==> config.mk <==
export PLATFORM = sky130hd
export DESIGN_NAME = aud_channel_recorder
export DESIGN_NICKNAME = d
export VERILOG_FILES = /design/src/aud_regs_pkg.sv /design/src/aud_cfg_pkg.sv /design/src/aud_channel_recorder.sv
export SDC_FILE = /design/constraint.sdc
export NUM_CORES = 1
export LEC_CHECK = 0
export ABC_AREA = 1
export BUFFER_PORTS_ARGS = -buffer_cell sky130_fd_sc_hd__clkbuf_2
export CAP_MARGIN = 25
export CORE_MARGIN = 3
export CORE_UTILIZATION = 47
export DETAILED_ROUTE_END_ITERATION = 10
export PLACE_DENSITY = 0.79
export SYNTH_ARGS = -nofsm -noshare
export SYNTH_HDL_FRONTEND = slang
export SYNTH_SLANG_ARGS = --single-unit
==> constraint.sdc <==
create_clock -name i_clk -period 2.5 [get_ports i_clk]
set_input_delay 0.125 -clock i_clk [delete_from_list [all_inputs] [get_ports i_clk]]
set_output_delay 0.125 -clock i_clk [all_outputs]
set_load 0.005 [all_outputs]
==> src/aud_regs_pkg.sv <==
`default_nettype none

package aud_regs_pkg;

    localparam int APB_AW = 4;
    localparam int APB_DW = 32;

    ////////////////////
    // Register offsets
    ////////////////////
    localparam logic [APB_AW-1:0] REG_CTRL   = 4'h0;   // Command pulses, write only
    localparam logic [APB_AW-1:0] REG_STATUS = 4'h4;   // State codes, overrun W1C
    localparam logic [APB_AW-1:0] REG_LEN0   = 4'h8;
    localparam logic [APB_AW-1:0] REG_LEN1   = 4'hc;

    // CTRL fields, one bit per channel
    localparam int CMD_START_LSB = 0;
    localparam int CMD_PAUSE_LSB = 2;
    localparam int CMD_STOP_LSB  = 4;

    // STATUS fields
    localparam int ST_STATE_LSB = 0;   // Two bits per channel
    localparam int ST_OVR_LSB   = 4;

    ////////////////////
    // Recorder states
    ////////////////////
    localparam logic [1:0] REC_IDLE  = 2'd0;
    localparam logic [1:0] REC_RUN   = 2'd1;
    localparam logic [1:0] REC_PAUSE = 2'd2;

endpackage

`default_nettype wire

==> src/aud_cfg_pkg.sv <==
`default_nettype none

package aud_cfg_pkg;

    ////////////////////
    // Data path
    ////////////////////
    localparam int NUM_CH   = 2;
    localparam int CH_W     = $clog2(NUM_CH);   // Channel tag width
    localparam int SAMPLE_W = 16;

    ////////////////////
    // Memory map
    ////////////////////
    localparam int ADDR_W   = 20;               // SRAM word address
    localparam int REGION_W = 19;               // One region per channel

    // Codec bit clocks per half frame
    localparam int SLOT_CYCLES = 32;

endpackage

`default_nettype wire
==> src/aud_channel_recorder.sv <==
`default_nettype none

module aud_channel_recorder #(
    parameter int CH_INDEX = 0
) (
    input  logic                              i_clk,
    input  logic                              i_rst_n,
    input  logic                              i_smp_valid,
    input  logic [aud_cfg_pkg::SAMPLE_W-1:0]  i_smp_data,
    input  logic [aud_cfg_pkg::CH_W-1:0]      i_smp_ch,
    input  logic                              i_start,
    input  logic                              i_pause,
    input  logic                              i_stop,
    input  logic                              i_clr_ovr,
    input  logic                              i_grant,
    output logic                              o_req,
    output logic [aud_cfg_pkg::ADDR_W-1:0]    o_addr,
    output logic [aud_cfg_pkg::SAMPLE_W-1:0]  o_data,
    output logic [1:0]                        o_state,
    output logic                              o_ovr,
    output logic [aud_cfg_pkg::REGION_W-1:0]  o_len
);

    logic [1:0]                       state_q;
    logic [aud_cfg_pkg::REGION_W-1:0] offset_q;
    logic                             full_q;
    logic [aud_cfg_pkg::SAMPLE_W-1:0] buf_q;
    logic                             ovr_q;
    logic                             accept;
    logic                             restart;

    assign accept  = i_smp_valid && (i_smp_ch == CH_INDEX[aud_cfg_pkg::CH_W-1:0])
                     && (state_q == aud_regs_pkg::REC_RUN);
    assign restart = i_start && !i_stop && !i_pause && (state_q == aud_regs_pkg::REC_IDLE);

    assign o_req   = full_q;
    assign o_addr  = {CH_INDEX[aud_cfg_pkg::ADDR_W-aud_cfg_pkg::REGION_W-1:0], offset_q};
    assign o_data  = buf_q;
    assign o_state = state_q;
    assign o_ovr   = ovr_q;
    assign o_len   = offset_q;                   // Words written since start

    ////////////////////
    // Record FSM
    ////////////////////
    always_ff @(posedge i_clk or negedge i_rst_n) begin
        if (!i_rst_n) begin
            state_q <= aud_regs_pkg::REC_IDLE;
        end else if (i_stop) begin
            state_q <= aud_regs_pkg::REC_IDLE;   // Offset kept for LEN
        end else if (i_pause) begin
            if (state_q == aud_regs_pkg::REC_RUN) begin
                state_q <= aud_regs_pkg::REC_PAUSE;
            end
        end else if (i_start) begin
            state_q <= aud_regs_pkg::REC_RUN;    // Resume or fresh start
        end
    end

    ////////////////////
    // Buffer and counters
    ////////////////////
    always_ff @(posedge i_clk or negedge i_rst_n) begin
        if (!i_rst_n) begin
            offset_q <= '0;
            full_q   <= 1'b0;
            ovr_q    <= 1'b0;
        end else begin
            if (restart) begin
                offset_q <= '0;
            end else if (i_grant) begin
                offset_q <= offset_q + 1'b1;     // Wraps inside region
            end

            if (accept && full_q && !i_grant) begin
                ovr_q <= 1'b1;                   // Sample lost while buffer full
            end else if (i_clr_ovr) begin
                ovr_q <= 1'b0;
            end

            if (accept && (!full_q || i_grant)) begin
                full_q <= 1'b1;
            end else if (i_grant) begin
                full_q <= 1'b0;
            end
        end
    end

    always_ff @(posedge i_clk) begin
        if (accept && (!full_q || i_grant)) begin
            buf_q <= i_smp_data;
        end
    end

endmodule

`default_nettype wire

==> run metrics <==
status finished, final reports clean; area of the multi-input gates 666.9 um2; Clk Latency, worst-skew pair ~0.30 ns; crit share post-route 61.10%; Synth Area in Compound Gates 7.683%; Nets 312; Worst Hold Endpoint o_data[8]; GR Util met3 5.540%; r2r endpoint o_data[2]; Reg2Reg Setup Slack 0.97 ns; Critical Path Max Stage Delay around 0.38 ns; setup slack after layout around 0.97 ns; CP max stage cell dfrtp_1; DR iter-0 viols 81; number of global-route vias before repair roughly 1,400; Layout area overhead 28.06%; Die W between 70 and 80 um; met1 Resource Use GR a little under a quarter; most used cell along the critical path inv_1; Max VDD drop about 0.57 mV; Area after DPL between 2000 and 2500 um2; critical path fanouts, max 16; Fillers 334; Slew @ Worst Pin between 0.5 and 0.6 ns; met2 Track Usage GR roughly a quarter; Root Buffer clkbuf_8; RR Startpoint o_state[1]; H-tree Lvls 2; Post-Route Utilization roughly two thirds; Slew Limit Fails 0; Tot GR Track Use between 10% and 20%; Synth Area in Adders less than 1%; Syn Nets about 230; reg2reg path depth 6; share of post-route cells with drive strength above 1 between 30 and 40%; Yosys cell types 29; clock slew seen by the registers of the worst setup and hold paths ~0.070 ns; worst clock skew around 0.011 ns; final hold vios 0; fin area around 2500 um2; post-synthesis mux area share 0%; cts bufs inserted 5; hold depth 1; DRC 0; Max Clk Rate 654.7 MHz; power density over the cells ~640 nW/um2; Post-synth ARST share 58.97%; worst hold path class input pin to flip-flop; Leak Pwr 1.322 nW; Setup CP Type flip-flop to flip-flop; post-synth top area share between 20% and 30%; sequential share of the synthesized area between 50% and 60%; detailed-route wire length per cell about 12 um; antenna violations before repair 0; Pre-antenna DRT Iters 4; GR peak layer met2; via count about 1,600; final antenna-violating net count 0; crit-path cells inv_1 > nand2_1 > nor3b_1 > inv_1 > a21oi_1 > buf_4; relative max-transition margin between 60% and 70%; main combinational cell family by area after synthesis simple AND/OR/NAND/NOR gates; dpl ws around 0.95 ns; XOR/XNOR share of the synthesized area 0.8889%; first-pass GRT wire length 6755 um; Max Root-Sink Buffers 2; Final Setup Violations 0; RSZ-0062 raised after global routing false; CTS tree built; initial core utilization between 50% and 60%; Tmin final around 1.5 ns; hold slack ~0.0097 ns; largest net degree at the start of global routing 24; Data arrival, critical path between 1.5 and 2 ns; I/O pin total 84; grt total ovfl 0; Fin Setup TNS 0 ns; hpwl dp 3149 um; die height 70.75 um; gpl congestion roughly 0.8; FP Rows 22; Worst Hold Launch i_smp_data[8]; final WL 4130 um; startpoint types flip-flop; Yosys warnings 0; clock sink count 39; PortBufs 82; FF+latch area between 1000 and 1500 um2; core area ~3900 um2; top-count cell post-synth nand2_1; most frequent cells after synthesis nand2_1 (37), dfrtp_1 (23), nor2_1 (23), inv_1 (22), buf_4 (21); leading area contributor after synthesis dfrtp_1; number of enable flip-flop cells after synthesis 16; Req. time, crit path approximately 2.5 ns; number of synthesized register bits 39; top post-synthesis cells by area dfrtp_1 (29%), edfxtp_1 (24%), buf_4 (8.0%), nand2_1 (7.0%), nor2_1 (4.4%); Synth Area per Inst roughly 9.6 um2; Synth Cell Area a little under 2000 um2; Mapped Cells between 200 and 250; die footprint ~5000 um2; total inserted antenna cells 0; crit end category flip-flop; post-CTS sizing 0; vias per cell 4.737; simple-gate share of the synthesized area between 20 and 25%; MaxCap Viol Count 0; top_reg_cell synth dfrtp_1
==> cell type report <==
cell class / instances / area share (%)
Sequential cell: 39 / 41.84
Timing Repair Buffer: 95 / 21.32
Tap cell: 48 / 2.380
Multi-Input combinational cell: 121 / 26.43
Inverter: 24 / 3.570
Clock buffer: 5 / 2.727
Clock inverter: 3 / 1.735
==> worst max-delay path, delay by kind of cell (launching register included) <==
family	cells	cell delay, ns
and+or+nand+nor	2	0.28
DFF	1	0.38
AOI/OAI and AO/OA	1	0.13
buffers and inverters	3	0.44
==> cells by family after synthesis <==
logic type / after synthesis
AO/OA/AOI/OAI: 24
XOR/XNOR: 2
adder cells (fa/ha/maj): 1
buffers and inverters: 45
flip-flops: 39
other: 1
AND/OR/NAND/NOR: 93
==> cells in the final DEF, fill, tap and decap left out, drive strengths merged <==
master and instances:
inv 23, conb 1, dfrtp 23, o21bai 3, buf 1, ha 1, nand2 43, clkinv 3
nor3 5, bufinv 1, nor2 30, nor3b 2, nand4 4, xor2 2, nand3 9, edfxtp 16
o22ai 1, dlygate4sd3 12, o21ai 8, a21oi 12, clkbuf 87
==> layer usage <==
metal | up-vias | part of all wire, %
li1 | 809 | -
met1 | 707 | 44
met2 | 65 | 46
met3 | 6 | 8.6
met4 | 0 | 1.2
met5 | - | 0
==> per-stage QoR <==
| step | std cells | total power, mW |
|---|---|---|
| 5_1_grt | 335 | 1.722 |
| 3_5_place_dp | 315 | 1.098 |
| 4_1_cts | 330 | 1.636 |
| 2_1_floorplan | 205 | 1.006 |
| 3_3_place_gp | 315 | 1.090 |
| 6_report | 335 | 1.626 |
==> registers in the layout, indices dropped and copies added (netlist names) <==
signal	flops
o_data	16
o_len	19
o_ovr	1
o_req	1
o_state	2
==> how the worst max path moves through the flow <==
stage	depth (start not counted)	startpoint	endpoint
after floorplan	5	o_state[1]	o_data[0]
after global placement	6	o_state[1]	o_data[12]
after detailed placement	6	o_state[1]	o_data[9]
after CTS	6	o_state[1]	o_data[2]
after global routing	6	o_state[1]	o_data[4]
final	6	o_state[1]	o_data[2]
==> power breakdown <==
| part | internal, mW | total, mW | switching, mW |
|---|---|---|---|
| sequential | 0.720 | 0.796 | 0.0754 |
| combinational | 0.144 | 0.301 | 0.157 |
| clock | 0.297 | 0.529 | 0.232 |
| total | 1.16 | 1.63 | 0.464 |
==> repair_timing <==
item	in CTS	in global routing
hold endpoints to repair	29	5
hold buffers	7	5
setup buffers	0	0
setup endpoints to repair	0	0
(Power assumes the default switching activity.)
