`src/aud_regs_pkg.sv`:
```
`default_nettype none

package aud_regs_pkg;

    localparam int APB_AW = 4;
    localparam int APB_DW = 32;

    ////////////////////
    // Register offsets
    ////////////////////
    localparam logic [APB_AW-1:0] REG_CTRL   = 4'h0;   // Command pulses, write only
    localparam logic [APB_AW-1:0] REG_STATUS = 4'h4;   // State codes, overrun W1C
    localparam logic [APB_AW-1:0] REG_LEN0   = 4'h8;
    localparam logic [APB_AW-1:0] REG_LEN1   = 4'hc;

    // CTRL fields, one bit per channel
    localparam int CMD_START_LSB = 0;
    localparam int CMD_PAUSE_LSB = 2;
    localparam int CMD_STOP_LSB  = 4;

    // STATUS fields
    localparam int ST_STATE_LSB = 0;   // Two bits per channel
    localparam int ST_OVR_LSB   = 4;

    ////////////////////
    // Recorder states
    ////////////////////
    localparam logic [1:0] REC_IDLE  = 2'd0;
    localparam logic [1:0] REC_RUN   = 2'd1;
    localparam logic [1:0] REC_PAUSE = 2'd2;

endpackage

`default_nettype wire

```
`src/aud_cfg_pkg.sv`:
```
`default_nettype none

package aud_cfg_pkg;

    ////////////////////
    // Data path
    ////////////////////
    localparam int NUM_CH   = 2;
    localparam int CH_W     = $clog2(NUM_CH);   // Channel tag width
    localparam int SAMPLE_W = 16;

    ////////////////////
    // Memory map
    ////////////////////
    localparam int ADDR_W   = 20;               // SRAM word address
    localparam int REGION_W = 19;               // One region per channel

    // Codec bit clocks per half frame
    localparam int SLOT_CYCLES = 32;

endpackage

`default_nettype wire
```
`src/aud_apb_regs.sv`:
```
`default_nettype none

module aud_apb_regs (
    input  logic                                                      i_clk,
    input  logic                                                      i_rst_n,
    input  logic                                                      i_psel,
    input  logic                                                      i_penable,
    input  logic                                                      i_pwrite,
    input  logic [aud_regs_pkg::APB_AW-1:0]                           i_paddr,
    input  logic [aud_regs_pkg::APB_DW-1:0]                           i_pwdata,
    input  logic [aud_cfg_pkg::NUM_CH-1:0][1:0]                       i_state,
    input  logic [aud_cfg_pkg::NUM_CH-1:0]                            i_ovr,
    input  logic [aud_cfg_pkg::NUM_CH-1:0][aud_cfg_pkg::REGION_W-1:0] i_len,
    output logic [aud_regs_pkg::APB_DW-1:0]                           o_prdata,
    output logic                                                      o_pready,
    output logic                                                      o_pslverr,
    output logic [aud_cfg_pkg::NUM_CH-1:0]                            o_start,
    output logic [aud_cfg_pkg::NUM_CH-1:0]                            o_pause,
    output logic [aud_cfg_pkg::NUM_CH-1:0]                            o_stop,
    output logic [aud_cfg_pkg::NUM_CH-1:0]                            o_clr_ovr
);

    logic access;
    logic hit_ctrl;
    logic hit_status;
    logic hit_len0;
    logic hit_len1;
    logic hit_any;

    assign access     = i_psel && i_penable;
    assign hit_ctrl   = (i_paddr == aud_regs_pkg::REG_CTRL);
    assign hit_status = (i_paddr == aud_regs_pkg::REG_STATUS);
    assign hit_len0   = (i_paddr == aud_regs_pkg::REG_LEN0);
    assign hit_len1   = (i_paddr == aud_regs_pkg::REG_LEN1);
    assign hit_any    = hit_ctrl || hit_status || hit_len0 || hit_len1;

    assign o_pready  = 1'b1;                     // No wait states
    assign o_pslverr = access && !hit_any;

    ////////////////////
    // Read path
    ////////////////////
    always_comb begin
        o_prdata = '0;
        if (hit_status) begin
            for (int c = 0; c < aud_cfg_pkg::NUM_CH; c++) begin
                o_prdata[aud_regs_pkg::ST_STATE_LSB + 2*c +: 2] = i_state[c];
                o_prdata[aud_regs_pkg::ST_OVR_LSB + c]          = i_ovr[c];
            end
        end else if (hit_len0) begin
            o_prdata[aud_cfg_pkg::REGION_W-1:0] = i_len[0];
        end else if (hit_len1) begin
            o_prdata[aud_cfg_pkg::REGION_W-1:0] = i_len[1];
        end
    end

    ////////////////////
    // Command pulses
    ////////////////////
    always_ff @(posedge i_clk or negedge i_rst_n) begin
        if (!i_rst_n) begin
            o_start   <= '0;
            o_pause   <= '0;
            o_stop    <= '0;
            o_clr_ovr <= '0;
        end else begin
            o_start   <= '0;                     // One cycle only
            o_pause   <= '0;
            o_stop    <= '0;
            o_clr_ovr <= '0;
            if (access && i_pwrite && hit_ctrl) begin
                o_start <= i_pwdata[aud_regs_pkg::CMD_START_LSB +: aud_cfg_pkg::NUM_CH];
                o_pause <= i_pwdata[aud_regs_pkg::CMD_PAUSE_LSB +: aud_cfg_pkg::NUM_CH];
                o_stop  <= i_pwdata[aud_regs_pkg::CMD_STOP_LSB +: aud_cfg_pkg::NUM_CH];
            end
            if (access && i_pwrite && hit_status) begin
                o_clr_ovr <= i_pwdata[aud_regs_pkg::ST_OVR_LSB +: aud_cfg_pkg::NUM_CH];
            end
        end
    end

endmodule

`default_nettype wire

```
`config.mk`:
```
export PLATFORM = sky130hd
export DESIGN_NAME = aud_apb_regs
export DESIGN_NICKNAME = d
export VERILOG_FILES = /design/src/aud_regs_pkg.sv /design/src/aud_cfg_pkg.sv /design/src/aud_apb_regs.sv
export SDC_FILE = /design/constraint.sdc
export NUM_CORES = 1
export LEC_CHECK = 0
export ABC_AREA = 1
export BUFFER_PORTS_ARGS = -buffer_cell sky130_fd_sc_hd__buf_2
export CAP_MARGIN = 20
export CORE_ASPECT_RATIO = 0.7
export CORE_MARGIN = 2
export CORE_UTILIZATION = 25
export DETAILED_ROUTE_END_ITERATION = 8
export GPL_TIMING_DRIVEN = 0
export PLACE_DENSITY = 0.75
export SLEW_MARGIN = 20
export SYNTH_ARGS = -nofsm -noshare
export SYNTH_HDL_FRONTEND = slang
export SYNTH_SLANG_ARGS = --single-unit
```
`constraint.sdc`:
```
create_clock -name i_clk -period 0.8 [get_ports i_clk]
set_input_delay 0.12 -clock i_clk [delete_from_list [all_inputs] [get_ports i_clk]]
set_output_delay 0.12 -clock i_clk [all_outputs]
set_load 0.01 [all_outputs]
```
==> tab_implementation.tex <==
\begin{tabular}{lr}
\hline
Metric & Value \\
\hline
\multicolumn{2}{l}{\textbf{Status}} \\
Outcome & finished with violations \\
Violated checks & negative setup slack \\
\multicolumn{2}{l}{\textbf{Pwr}} \\
Post-layout total power & about 1.4 mW \\
Standby leakage power & 0.986 nW \\
VDD IR-drop max & between 400 and 500 µV \\
Power density over cell area & $\sim$900 nW/µm² \\
\multicolumn{2}{l}{\textbf{Clock tree}} \\
Clock tree from TritonCTS & done \\
Inserted Clock Buffers & 3 \\
Clk pin slew, worst setup/hold paths & 0.04 ns \\
Clock Tree Root & sky130\_fd\_sc\_hd\_\_clkbuf\_8 \\
Total clock sinks & 8 \\
Maximum root-to-sink buffer count & 2 \\
CTS H-Tree Depth & 1 \\
\multicolumn{2}{l}{\textbf{Detailed routing}} \\
Via Count & between 1000 and 1500 \\
Avg Vias per Cell & 4.31 \\
Wire length per cell & around 10 µm \\
Number of remaining DRC errors & 0 \\
Router iterations before antenna repair & 4 \\
Final wirelength & 2810 µm \\
DRC violation total after the first TritonRoute iteration & 38 \\
Detail Route Antenna Nets & 0 \\
\multicolumn{2}{l}{\textbf{GRT}} \\
Pin count of the biggest net entering global routing & 11 \\
First-pass GRT wire length & 4440 µm \\
Final global-route overflow total & 0 \\
Via count of the first global-routing pass & 1079 \\
GRT Total Usage & between 15 and 20\% \\
Antenna violations before repair & 0 \\
\multicolumn{2}{l}{\textbf{Critical path}} \\
Crit path required time & 0.68 ns \\
Maximum fanout count along the critical path & 10 \\
Critical Path Source Type & input port \\
Arrival time reported for the critical path endpoint & 0.89 ns \\
Kind of critical path & in2out \\
Nature of the critical path endpoint & primary output \\
\multicolumn{2}{l}{\textbf{Floorplan}} \\
Core Footprint & between 3000 and 4000 µm² \\
Total die area & $\sim$3700 µm² \\
DIE HEIGHT & 51.2 µm \\
Number of placed I/O pins & 127 \\
Die width & around 71 µm \\
Starting density of the core & between 20\% and 30\% \\
Standard-cell row count & 17 \\
\multicolumn{2}{l}{\textbf{Timing}} \\
FMAX & 989 MHz \\
Final total negative setup slack & -3.68 ns \\
Worst hold margin & between 0.1 and 0.15 ns \\
RSZ-0062 raised after global routing & true \\
Time the worst path needs with I/O delays and setup & between 1 and 1.5 ns \\
Share of the cycle needed by the critical path after routing & 126\% \\
Fin. max-slew vios & 0 \\
Post-route worst setup slack & -0.211 ns \\
Final Hold Viols & 0 \\
Number of failing setup endpoints in the final timing report & 28 \\
\multicolumn{2}{l}{\textbf{Place}} \\
Placed Cells & around 260 \\
Number of input and output port buffers inserted & 86 \\
Routability-driven placement congestion ratio & roughly 0.76 \\
DP HPWL & roughly 2200 µm \\
Setup WS pre-CTS & -0.292 ns \\
Post-Place Cell Area & 1360 µm² \\
\multicolumn{2}{l}{\textbf{Synthesis}} \\
Sequential share of the synthesized area & 25.2\% \\
Mapped Cells & about 120 \\
Cell type contributing the most total cell area after synthesis & sky130\_fd\_sc\_hd\_\_nand3\_1 \\
Synthesized area per cell & roughly 6.5 µm² \\
Count of cell types in the netlist & 14 \\
Count of synthesis-stage warnings from yosys & 0 \\
Synthesized area & 795 µm² \\
Post-synthesis register bit count & 8 \\
Most area-consuming cells after synthesis & sky130\_fd\_sc\_hd\_\_nand3\_1, sky130\_fd\_sc\_hd\_\_dfrtp\_1, sky130\_fd\_sc\_hd\_\_buf\_4, sky130\_fd\_sc\_hd\_\_nand2\_1, sky130\_fd\_sc\_hd\_\_nor3\_1 \\
Synth top area share & about 33\% \\
\multicolumn{2}{l}{\textbf{Finish}} \\
Non-filler instance count after layout & 268 \\
Share of post-route cells with drive strength above 1 & 59.6\% \\
Final non-filler cell area & 1620 µm² \\
Area growth syn-to-layout & 103\% \\
Register area & between 200 and 250 µm² \\
Most frequent cells in the layout & sky130\_fd\_sc\_hd\_\_buf\_2, sky130\_fd\_sc\_hd\_\_nand3\_1, sky130\_fd\_sc\_hd\_\_buf\_4 \\
Multi-input gate area in the final layout & $\sim$530 µm² \\
Most common library cell in the layout ignoring fill and taps & sky130\_fd\_sc\_hd\_\_buf\_2 \\
Number of antenna cells inserted & 0 \\
Fin nets & $\sim$320 \\
Final design utilization & 52.4\% \\
Fillers & between 300 and 400 \\
\multicolumn{2}{l}{\textbf{Job}} \\
Max-Cap Viols & 0 \\
\multicolumn{2}{l}{\textbf{Worst hold path}} \\
Min-delay worst type & in2reg \\
Instance count along the most critical hold path & 3 \\
\hline
\end{tabular}
worst max-delay path: stages:
cell and delay [ns]:
sky130_fd_sc_hd__buf_6 0.09, sky130_fd_sc_hd__nor2_4 0.10, sky130_fd_sc_hd__buf_6 0.15, sky130_fd_sc_hd__buf_8 0.14, sky130_fd_sc_hd__nand3_1 0.10, sky130_fd_sc_hd__nand3_2 0.08, sky130_fd_sc_hd__buf_6 0.10
cell usage after synthesis:
cell type,count
sky130_fd_sc_hd__buf_2,1
sky130_fd_sc_hd__buf_4,17
sky130_fd_sc_hd__buf_6,2
sky130_fd_sc_hd__clkbuf_1,1
sky130_fd_sc_hd__conb_1,2
sky130_fd_sc_hd__dfrtp_1,8
sky130_fd_sc_hd__inv_1,8
sky130_fd_sc_hd__inv_2,2
sky130_fd_sc_hd__nand2_1,16
sky130_fd_sc_hd__nand3_1,52
sky130_fd_sc_hd__nor2_1,6
sky130_fd_sc_hd__nor2_2,1
sky130_fd_sc_hd__nor2_4,1
sky130_fd_sc_hd__nor3_1,6
path summary, 6_finish.rpt:
path / start / endpoint / slack [ns]
hold / removal: i_pwdata[1] / o_start[1]$_DFF_PN0_ / 0.12
max in group asynchronous: i_rst_n / o_clr_ovr[0]$_DFF_PN0_ / 0.38
min in group asynchronous: i_rst_n / o_pause[1]$_DFF_PN0_ / 0.26
setup / recovery: i_paddr[1] / o_prdata[2] / -0.21
registers in the layout (all words and copies together) (netlist names):
register   count
o_pause        2
o_clr_ovr      2
o_start        2
o_stop         2
what timing repair did:
item | in CTS | in global routing
resized for setup | 22 | 9
buffers inserted | 5 | 0
hold endpoints to repair | 8 | 0
hold buffers | 1 | 0
pin swaps | 5 | 0
setup endpoints to repair | 28 | 33
kinds of logic (layout without fill, tap and decap cells):
kind of cell,count (synthesis),count (layout),synth area share (%)
buf+inv,31,126,24.7
other cells,2,14,0.945
flops,8,8,25.2
simple gates,82,82,49.1
power breakdown:
group	leakage (nW)	switching, mW	internal, mW
clock network	0.0216	0.142	0.324
registers	0.112	0.000308	0.408
logic	0.853	0.269	0.306
total	0.986	0.411	1.04
cell type report:
| cell class | instances | share of cell area, % |
|---|---|---|
| sequential | 8 | 12.4 |
| tap | 38 | 2.94 |
| multi-input combinational | 96 | 32.5 |
| inverter | 10 | 2.48 |
| clock buffer | 3 | 2.56 |
| buffer | 21 | 11.9 |
| timing repair buffer | 92 | 35.2 |
layer usage:
metal / vias up / track usage, % / part of all wire, %
met5: - / 0 / 0
met4: 0 / 6.92 / 2.0
met3: 6 / 2.76 / 7.3
met2: 54 / 29.0 / 51
met1: 500 / 16.9 / 40
li1: 596 / - / -
Power figures use the tool's default switching activity.
