$ cat src/aud_cfg_pkg.sv
`default_nettype none

package aud_cfg_pkg;

    ////////////////////
    // Data path
    ////////////////////
    localparam int NUM_CH   = 2;
    localparam int CH_W     = $clog2(NUM_CH);   // Channel tag width
    localparam int SAMPLE_W = 16;

    ////////////////////
    // Memory map
    ////////////////////
    localparam int ADDR_W   = 20;               // SRAM word address
    localparam int REGION_W = 19;               // One region per channel

    // Codec bit clocks per half frame
    localparam int SLOT_CYCLES = 32;

endpackage

`default_nettype wire
$ cat src/aud_i2s_rx.sv
`default_nettype none

module aud_i2s_rx (
    input  logic                              i_clk,
    input  logic                              i_rst_n,
    input  logic                              i_lrc,
    input  logic                              i_data,
    output logic                              o_smp_valid,
    output logic [aud_cfg_pkg::SAMPLE_W-1:0]  o_smp_data,
    output logic [aud_cfg_pkg::CH_W-1:0]      o_smp_ch
);

    logic                             lrc_q;
    logic                             primed;     // lrc_q holds a real sample
    logic                             lrc_edge;
    logic [4:0]                       bit_cnt;    // 17 means wait for next slot
    logic [aud_cfg_pkg::SAMPLE_W-1:0] shift_q;

    assign lrc_edge   = primed && (i_lrc != lrc_q);
    assign o_smp_data = shift_q;
    assign o_smp_ch   = lrc_q;                    // Channel of the current slot

    always_ff @(posedge i_clk or negedge i_rst_n) begin
        if (!i_rst_n) begin
            lrc_q       <= 1'b0;
            primed      <= 1'b0;
            bit_cnt     <= 5'd17;
            o_smp_valid <= 1'b0;
        end else begin
            lrc_q       <= i_lrc;
            primed      <= 1'b1;
            o_smp_valid <= 1'b0;
            if (lrc_edge) begin
                bit_cnt <= 5'd0;                  // Delay bit comes next
            end else if (bit_cnt != 5'd17) begin
                bit_cnt <= bit_cnt + 5'd1;
                if (bit_cnt == 5'd16) begin
                    o_smp_valid <= 1'b1;          // LSB taken this edge
                end
            end
        end
    end

    // Sample bits sit at slot positions 1 to 16
    always_ff @(posedge i_clk) begin
        if (!lrc_edge && bit_cnt >= 5'd1 && bit_cnt <= 5'd16) begin
            shift_q <= {shift_q[aud_cfg_pkg::SAMPLE_W-2:0], i_data};
        end
    end

endmodule

`default_nettype wire

$ cat config.mk
export PLATFORM = sky130hd
export DESIGN_NAME = aud_i2s_rx
export DESIGN_NICKNAME = d
export VERILOG_FILES = /design/src/aud_cfg_pkg.sv /design/src/aud_i2s_rx.sv
export SDC_FILE = /design/constraint.sdc
export NUM_CORES = 1
export LEC_CHECK = 0
export BUFFER_PORTS_ARGS = -buffer_cell sky130_fd_sc_hd__buf_2
export CORE_UTILIZATION = 41
export DETAILED_ROUTE_END_ITERATION = 12
export GPL_TIMING_DRIVEN = 0
export SETUP_SLACK_MARGIN = 0.15
export SYNTH_ARGS = -nofsm -noshare
export SYNTH_HDL_FRONTEND = slang
export SYNTH_SLANG_ARGS = --single-unit
$ cat constraint.sdc
create_clock -name i_clk -period 4.1 [get_ports i_clk]
set_input_delay 1.025 -clock i_clk [delete_from_list [all_inputs] [get_ports i_clk]]
set_output_delay 1.025 -clock i_clk [all_outputs]
set_load 0.05 [all_outputs]
==> run_results.csv, run 1 <==
group,metric,value,unit
global_routing,grt_overflow,0,
route,drt_first_pass_iters,2,
global_routing,grt.total_usage,12.5,%
yosys,synth-simple-area-share,9.89,%
clock_network,cts_made_buffers,3,
sta,finClkSkew,0.00437,ns
route,top_layer,"met4",
yosys,async_flop_share,33.3,%
yosys,synth_xor_area_share,3.95,%
route,routed_wl,1260,um
floorplanning,ios,22,
yosys,synthDistinctLibCells,20,
yosys,synth_compound_area_share,1.98,%
yosys,synth_area_per_cell,16.4,um2
floorplanning,start_util,44.3,%
sta,slew_headroom,50.2,%
floorplanning,die_h,48.5,um
yosys,yosys.area.top_type,"edfxtp_1",
yosys,synth.net_count,61,
placed_design,numPortBuffers,21,
sta,hold_viol,0,
clock_network,htree_levels,1,
placed_design,hpwl,902,um
yosys,ys_top_cells_by_count,"16 x edfxtp_1, 6 x dfrtp_1, 6 x nor2_1",
sta,finalCritPeriodShare,58.9,%
yosys,synth_edf_count,16,
cells_and_area,antenna_cells,0,
yosys,synthMuxAreaShare,1.13,%
yosys,yosysMostFrequentCell,"edfxtp_1",
sta,worst_pin_slew,0.747,ns
yosys,ys_seq_elements,24,
floorplanning,core,2000,um2
cells_and_area,num-nets-final,88,
sta,fin_crit,2.41,ns
route,dr_total_vias,492,
cells_and_area,num-fill-cells,179,
clock_network,clkLatencyLatePin,0.30,ns
global_routing,grt_pass1_vias,485,
clock_network,post-cts-setup-buffers,0,
critical_path,cp.required,4.12,ns
route,via_per_inst,4.60,
yosys,synthCells,54,
clock_network,cts_tree,"done",
yosys,synth_top_area_share,54.2,%
route,ant_nets,0,
route,drtIter0Drc,6,
route,met2_length,534,um
clock_network,clock_path_buffers,2,
critical_path,worstPathMaxFanout,9,
placed_design,gp_congestion,0.747,
yosys,synth_area_leaders,"edfxtp_1 54%, dfrtp_1 17%, dfstp_2 5.9%, ha_1 4.2%, xor2_1 3.0%",
critical_path,cp.arrival,2.44,ns
worst_hold_path,hold_path_class,"reg2reg",
floorplanning,die-area,2350,um2
clock_network,cts-hold-fix-buffers,0,
route,drc,0,
cells_and_area,area_growth,20.6,%
route,wl_per_cell,11.7,um
yosys,ys_seq_area_share,77.1,%
clock_network,cts_resized,0,
clock_network,root_buffer,"clkbuf_4",
sta,rsz0062_at_grt,"false",
clock_network,clock_sinks,24,
job,cap_violations,0,
global_routing,grt_first_pass_wirelength,2200,um
route,wl_met1,654,um
floorplanning,dieWidth,48.5,um
route,routed-wl-met3,62,um
critical_path,critPathLaunchType,"primary input",
cells_and_area,drive_above_1_share,36.3,%
yosys,yosys_warnings,0,
clock_network,clk_pin_slew,0.12,ns
sta,hold_slack,0.438,ns
yosys,syn_area,886,um2
global_routing,antenna_found_initial,0,
outcome,status,"complete, no violations",
yosys,ys.flop_type,"edfxtp_1",
critical_path,crit_type,"in2reg",
sta,final_max_slew_viol_count,0,
critical_path,end_kind,"register",
sta,finalSetupTns,0,ns
global_routing,grt_start_max_net_pins,14,
yosys,synth_adder_area_share,4.24,%
yosys,synth_top_family_by_area,"simple AND/OR/NAND/NOR gates",
floorplanning,rows,16,
sta,fmax,414,MHz
sta,setup_viol,0,
==> state kept, by name, summed over array words and instances (netlist names) <==
signal / count
bit_cnt: 5
o_smp_ch: 1
o_smp_data: 16
o_smp_valid: 1
primed: 1
==> critical path, cell delays in order <==
cell	delay, ns
buf_2	0.11
xor2_1	0.14
and2_1	0.15
clkbuf_1	0.17
a221oi_2	0.60
buf_6	0.23
==> cell families after synthesis <==
| logic type | after synthesis |
|---|---|
| other cells | 1 |
| mux | 1 |
| buf+inv | 3 |
| simple gates | 16 |
| flops | 24 |
| compound gates | 2 |
| xor+xnor | 4 |
| fa+ha+maj | 3 |
==> final cells by class <==
type	count	area, um2	area share (%)
Buffer	1	3.75	0.351
Clock buffer	3	22.5	2.11
Clock inverter	1	3.75	0.351
Inverter	2	7.51	0.703
Multi-Input combinational cell	27	198	18.5
Sequential cell	24	683	63.9
Tap cell	27	33.8	3.16
Timing Repair Buffer	22	116	10.9
==> final timing paths <==
kind,from,endpoint,slack (ns),cells after the start
setup / recovery,i_lrc,o_smp_data[0],1.69,6
max in group asynchronous,i_rst_n,bit_cnt[4],3.31,1
hold / removal,primed,bit_cnt[2],0.44,1
hold reg to reg,primed,bit_cnt[2],0.44,1
min in group asynchronous,i_rst_n,o_smp_valid,0.55,1
setup reg to reg,bit_cnt[0],o_smp_data[0],2.08,4
==> per-stage QoR <==
step	setup slack, ns	instances	area (um2)	util, %
2_1_floorplan	0.918	54	886	-
3_3_place_gp	0.357	102	1020	51.2
3_5_place_dp	1.34	103	1040	52.1
4_1_cts	1.67	107	1070	53.4
5_1_grt	1.59	107	1070	53.4
6_report	1.69	107	1070	53.4
==> per-layer routing <==
metal	up-vias	global-route usage, %
li1	242	-
met1	231	18.2
met2	17	18.3
met3	2	2.20
met4	0	5.88
met5	-	0
==> cell usage in the layout, fill, tap and decap left out <==
master,count
buf_2,21
ha_1,3
conb_1,1
edfxtp_1,16
clkbuf_4,3
a221oi_2,1
inv_1,2
and2_1,1
nand2_1,1
xnor2_1,1
xor2_1,3
dfstp_2,2
nor2b_1,1
nor3b_1,1
a2bb2oi_1,1
nor3_1,2
buf_6,1
mux2i_1,1
nor2_1,6
clkbuf_1,1
nand3_1,3
and4bb_4,1
dfrtp_1,6
clkinv_1,1
Power of run 1 is not shown: default switching activity piles up to over one toggle a cycle in this logic, so the estimate is an artifact.
==> run 2, diff against run 1 <==
Clock period 4.1 ns to 2.4 ns, I/O delays scaled along.
==> run_results.csv, run 2 (synthesis results as in run 1) <==
group,metric,value,unit
floorplanning,die-area,2350,um2
clock_network,clock_path_buffers,2,
placed_design,gp_congestion,0.677,
sta,finClkSkew,0.00424,ns
critical_path,worstRegToRegCells,3,
clock_network,clock_sinks,24,
sta,finalSetupTns,0,ns
cells_and_area,final_common_cell,"buf_2",
floorplanning,die_h,48.5,um
clock_network,cts_resized,0,
critical_path,crit_type,"reg2reg",
clock_network,htree_levels,1,
clock_network,clkLatencyLatePin,0.30,ns
sta,worst_pin_slew,0.816,ns
clock_network,clk_pin_slew,0.12,ns
sta,hold_slack,0.112,ns
global_routing,grt.total_usage,12.2,%
critical_path,reg2reg_to,"o_smp_data[3]",
sta,hold_viol,0,
route,routed_wl,1180,um
critical_path,path_buf_inv,0,
route,ant_nets,0,
global_routing,grt_pass1_vias,450,
sta,rsz0062_at_grt,"false",
placed_design,hpwl,851,um
critical_path,critPathLaunchType,"register",
cells_and_area,mostFrequentLayoutCells,"21 x buf_2, 16 x edfxtp_1, 6 x nor2_1, 6 x dfrtp_1",
sta,setup_viol,0,
outcome,status,"complete, no violations",
floorplanning,dieWidth,48.5,um
cells_and_area,area_growth,20.6,%
critical_path,worst-r2r-setup-slack,0.44,ns
floorplanning,rows,16,
clock_network,cts-hold-fix-buffers,0,
critical_path,end_kind,"register",
cells_and_area,num-fill-cells,184,
cells_and_area,num-nets-final,87,
clock_network,root_buffer,"clkbuf_4",
cells_and_area,fin_util,53.4,%
route,drc,0,
sta,fmax,510,MHz
clock_network,post-cts-setup-buffers,0,
cells_and_area,drive_above_1_share,35.4,%
job,cap_violations,0,
floorplanning,core,2000,um2
cells_and_area,antenna_cells,0,
sta,slew_headroom,45.6,%
floorplanning,ios,22,
critical_path,crit_slowest_cell,"a221oi_4",
critical_path,cp.arrival,1.90,ns
route,drtIter0Drc,9,
sta,final_max_slew_viol_count,0,
floorplanning,start_util,44.3,%
critical_path,path_cells,"ha_1 > nor3_1 > a221oi_4",
route,drt_first_pass_iters,4,
critical_path,worstPathMaxFanout,16,
sta,fin_crit,1.96,ns
critical_path,cpLargestDelayFamily,"compound AO/OA/AOI/OAI gates",
critical_path,worstReg2RegStart,"bit_cnt[0]",
placed_design,placed_cells,102,
sta,finalCritPeriodShare,81.7,%
clock_network,cts_tree,"done",
critical_path,critical_path.max_stage_delay,0.76,ns
route,via_per_inst,4.53,
critical_path,cp.required,2.34,ns
global_routing,grt_overflow,0,
global_routing,grt_start_max_net_pins,17,
route,dr_total_vias,480,
placed_design,numPortBuffers,21,
global_routing,grt_first_pass_wirelength,2050,um
cells_and_area,final_cells,106,
worst_hold_path,hold_path_class,"in2async",
clock_network,cts_made_buffers,3,
route,wl_per_cell,11.1,um
cells_and_area,largest_reg_flops,16,
global_routing,antenna_found_initial,0,
## run 2: worst max path at each step
stage / startpoint / endpoint / slack, ns / cells after the start
6_report: bit_cnt[0] / o_smp_data[3] / 0.44 / 3
5_1_grt: bit_cnt[0] / o_smp_data[0] / 0.27 / 3
4_1_cts: bit_cnt[0] / o_smp_data[2] / 0.40 / 3
3_5_place_dp: i_lrc / o_smp_data[2] / 0.12 / 5
3_3_place_gp: i_lrc / o_smp_data[0] / 0.14 / 5
2_1_floorplan: o_smp_ch / o_smp_data[0] / 0.38 / 4
## run 2: layout make-up
type | instances | area [um2] | area share [%]
clock buffers | 3 | 22.5 | 2.11
flip-flops and latches | 24 | 683 | 63.9
plain buffers | 1 | 3.75 | 0.351
inverters | 2 | 7.51 | 0.703
well taps | 27 | 33.8 | 3.16
clock inverters | 1 | 3.75 | 0.351
multi-input cells | 27 | 209 | 19.6
repair buffers | 21 | 105 | 9.84
## run 2: metrics by stage
step / cell area (um2) / worst slack, ns
final: 1070 / 0.440
after global routing: 1070 / 0.272
after CTS: 1070 / 0.395
after detailed placement: 1040 / 0.125
after global placement: 1040 / 0.143
after floorplan: 903 / 0.380
## run 2: routing by layer
metal | part of all wire, % | up-vias | global-route usage (%) | wire length (um)
li1 | - | 238 | - | -
met3 | 6.0 | 2 | 6.60 | 70
met4 | 0.51 | 0 | 2.94 | 6
met1 | 50 | 223 | 15.9 | 589
met2 | 43 | 17 | 17.8 | 508
met5 | 0 | - | 0 | 0
Power of run 2 is left out for the same reason.
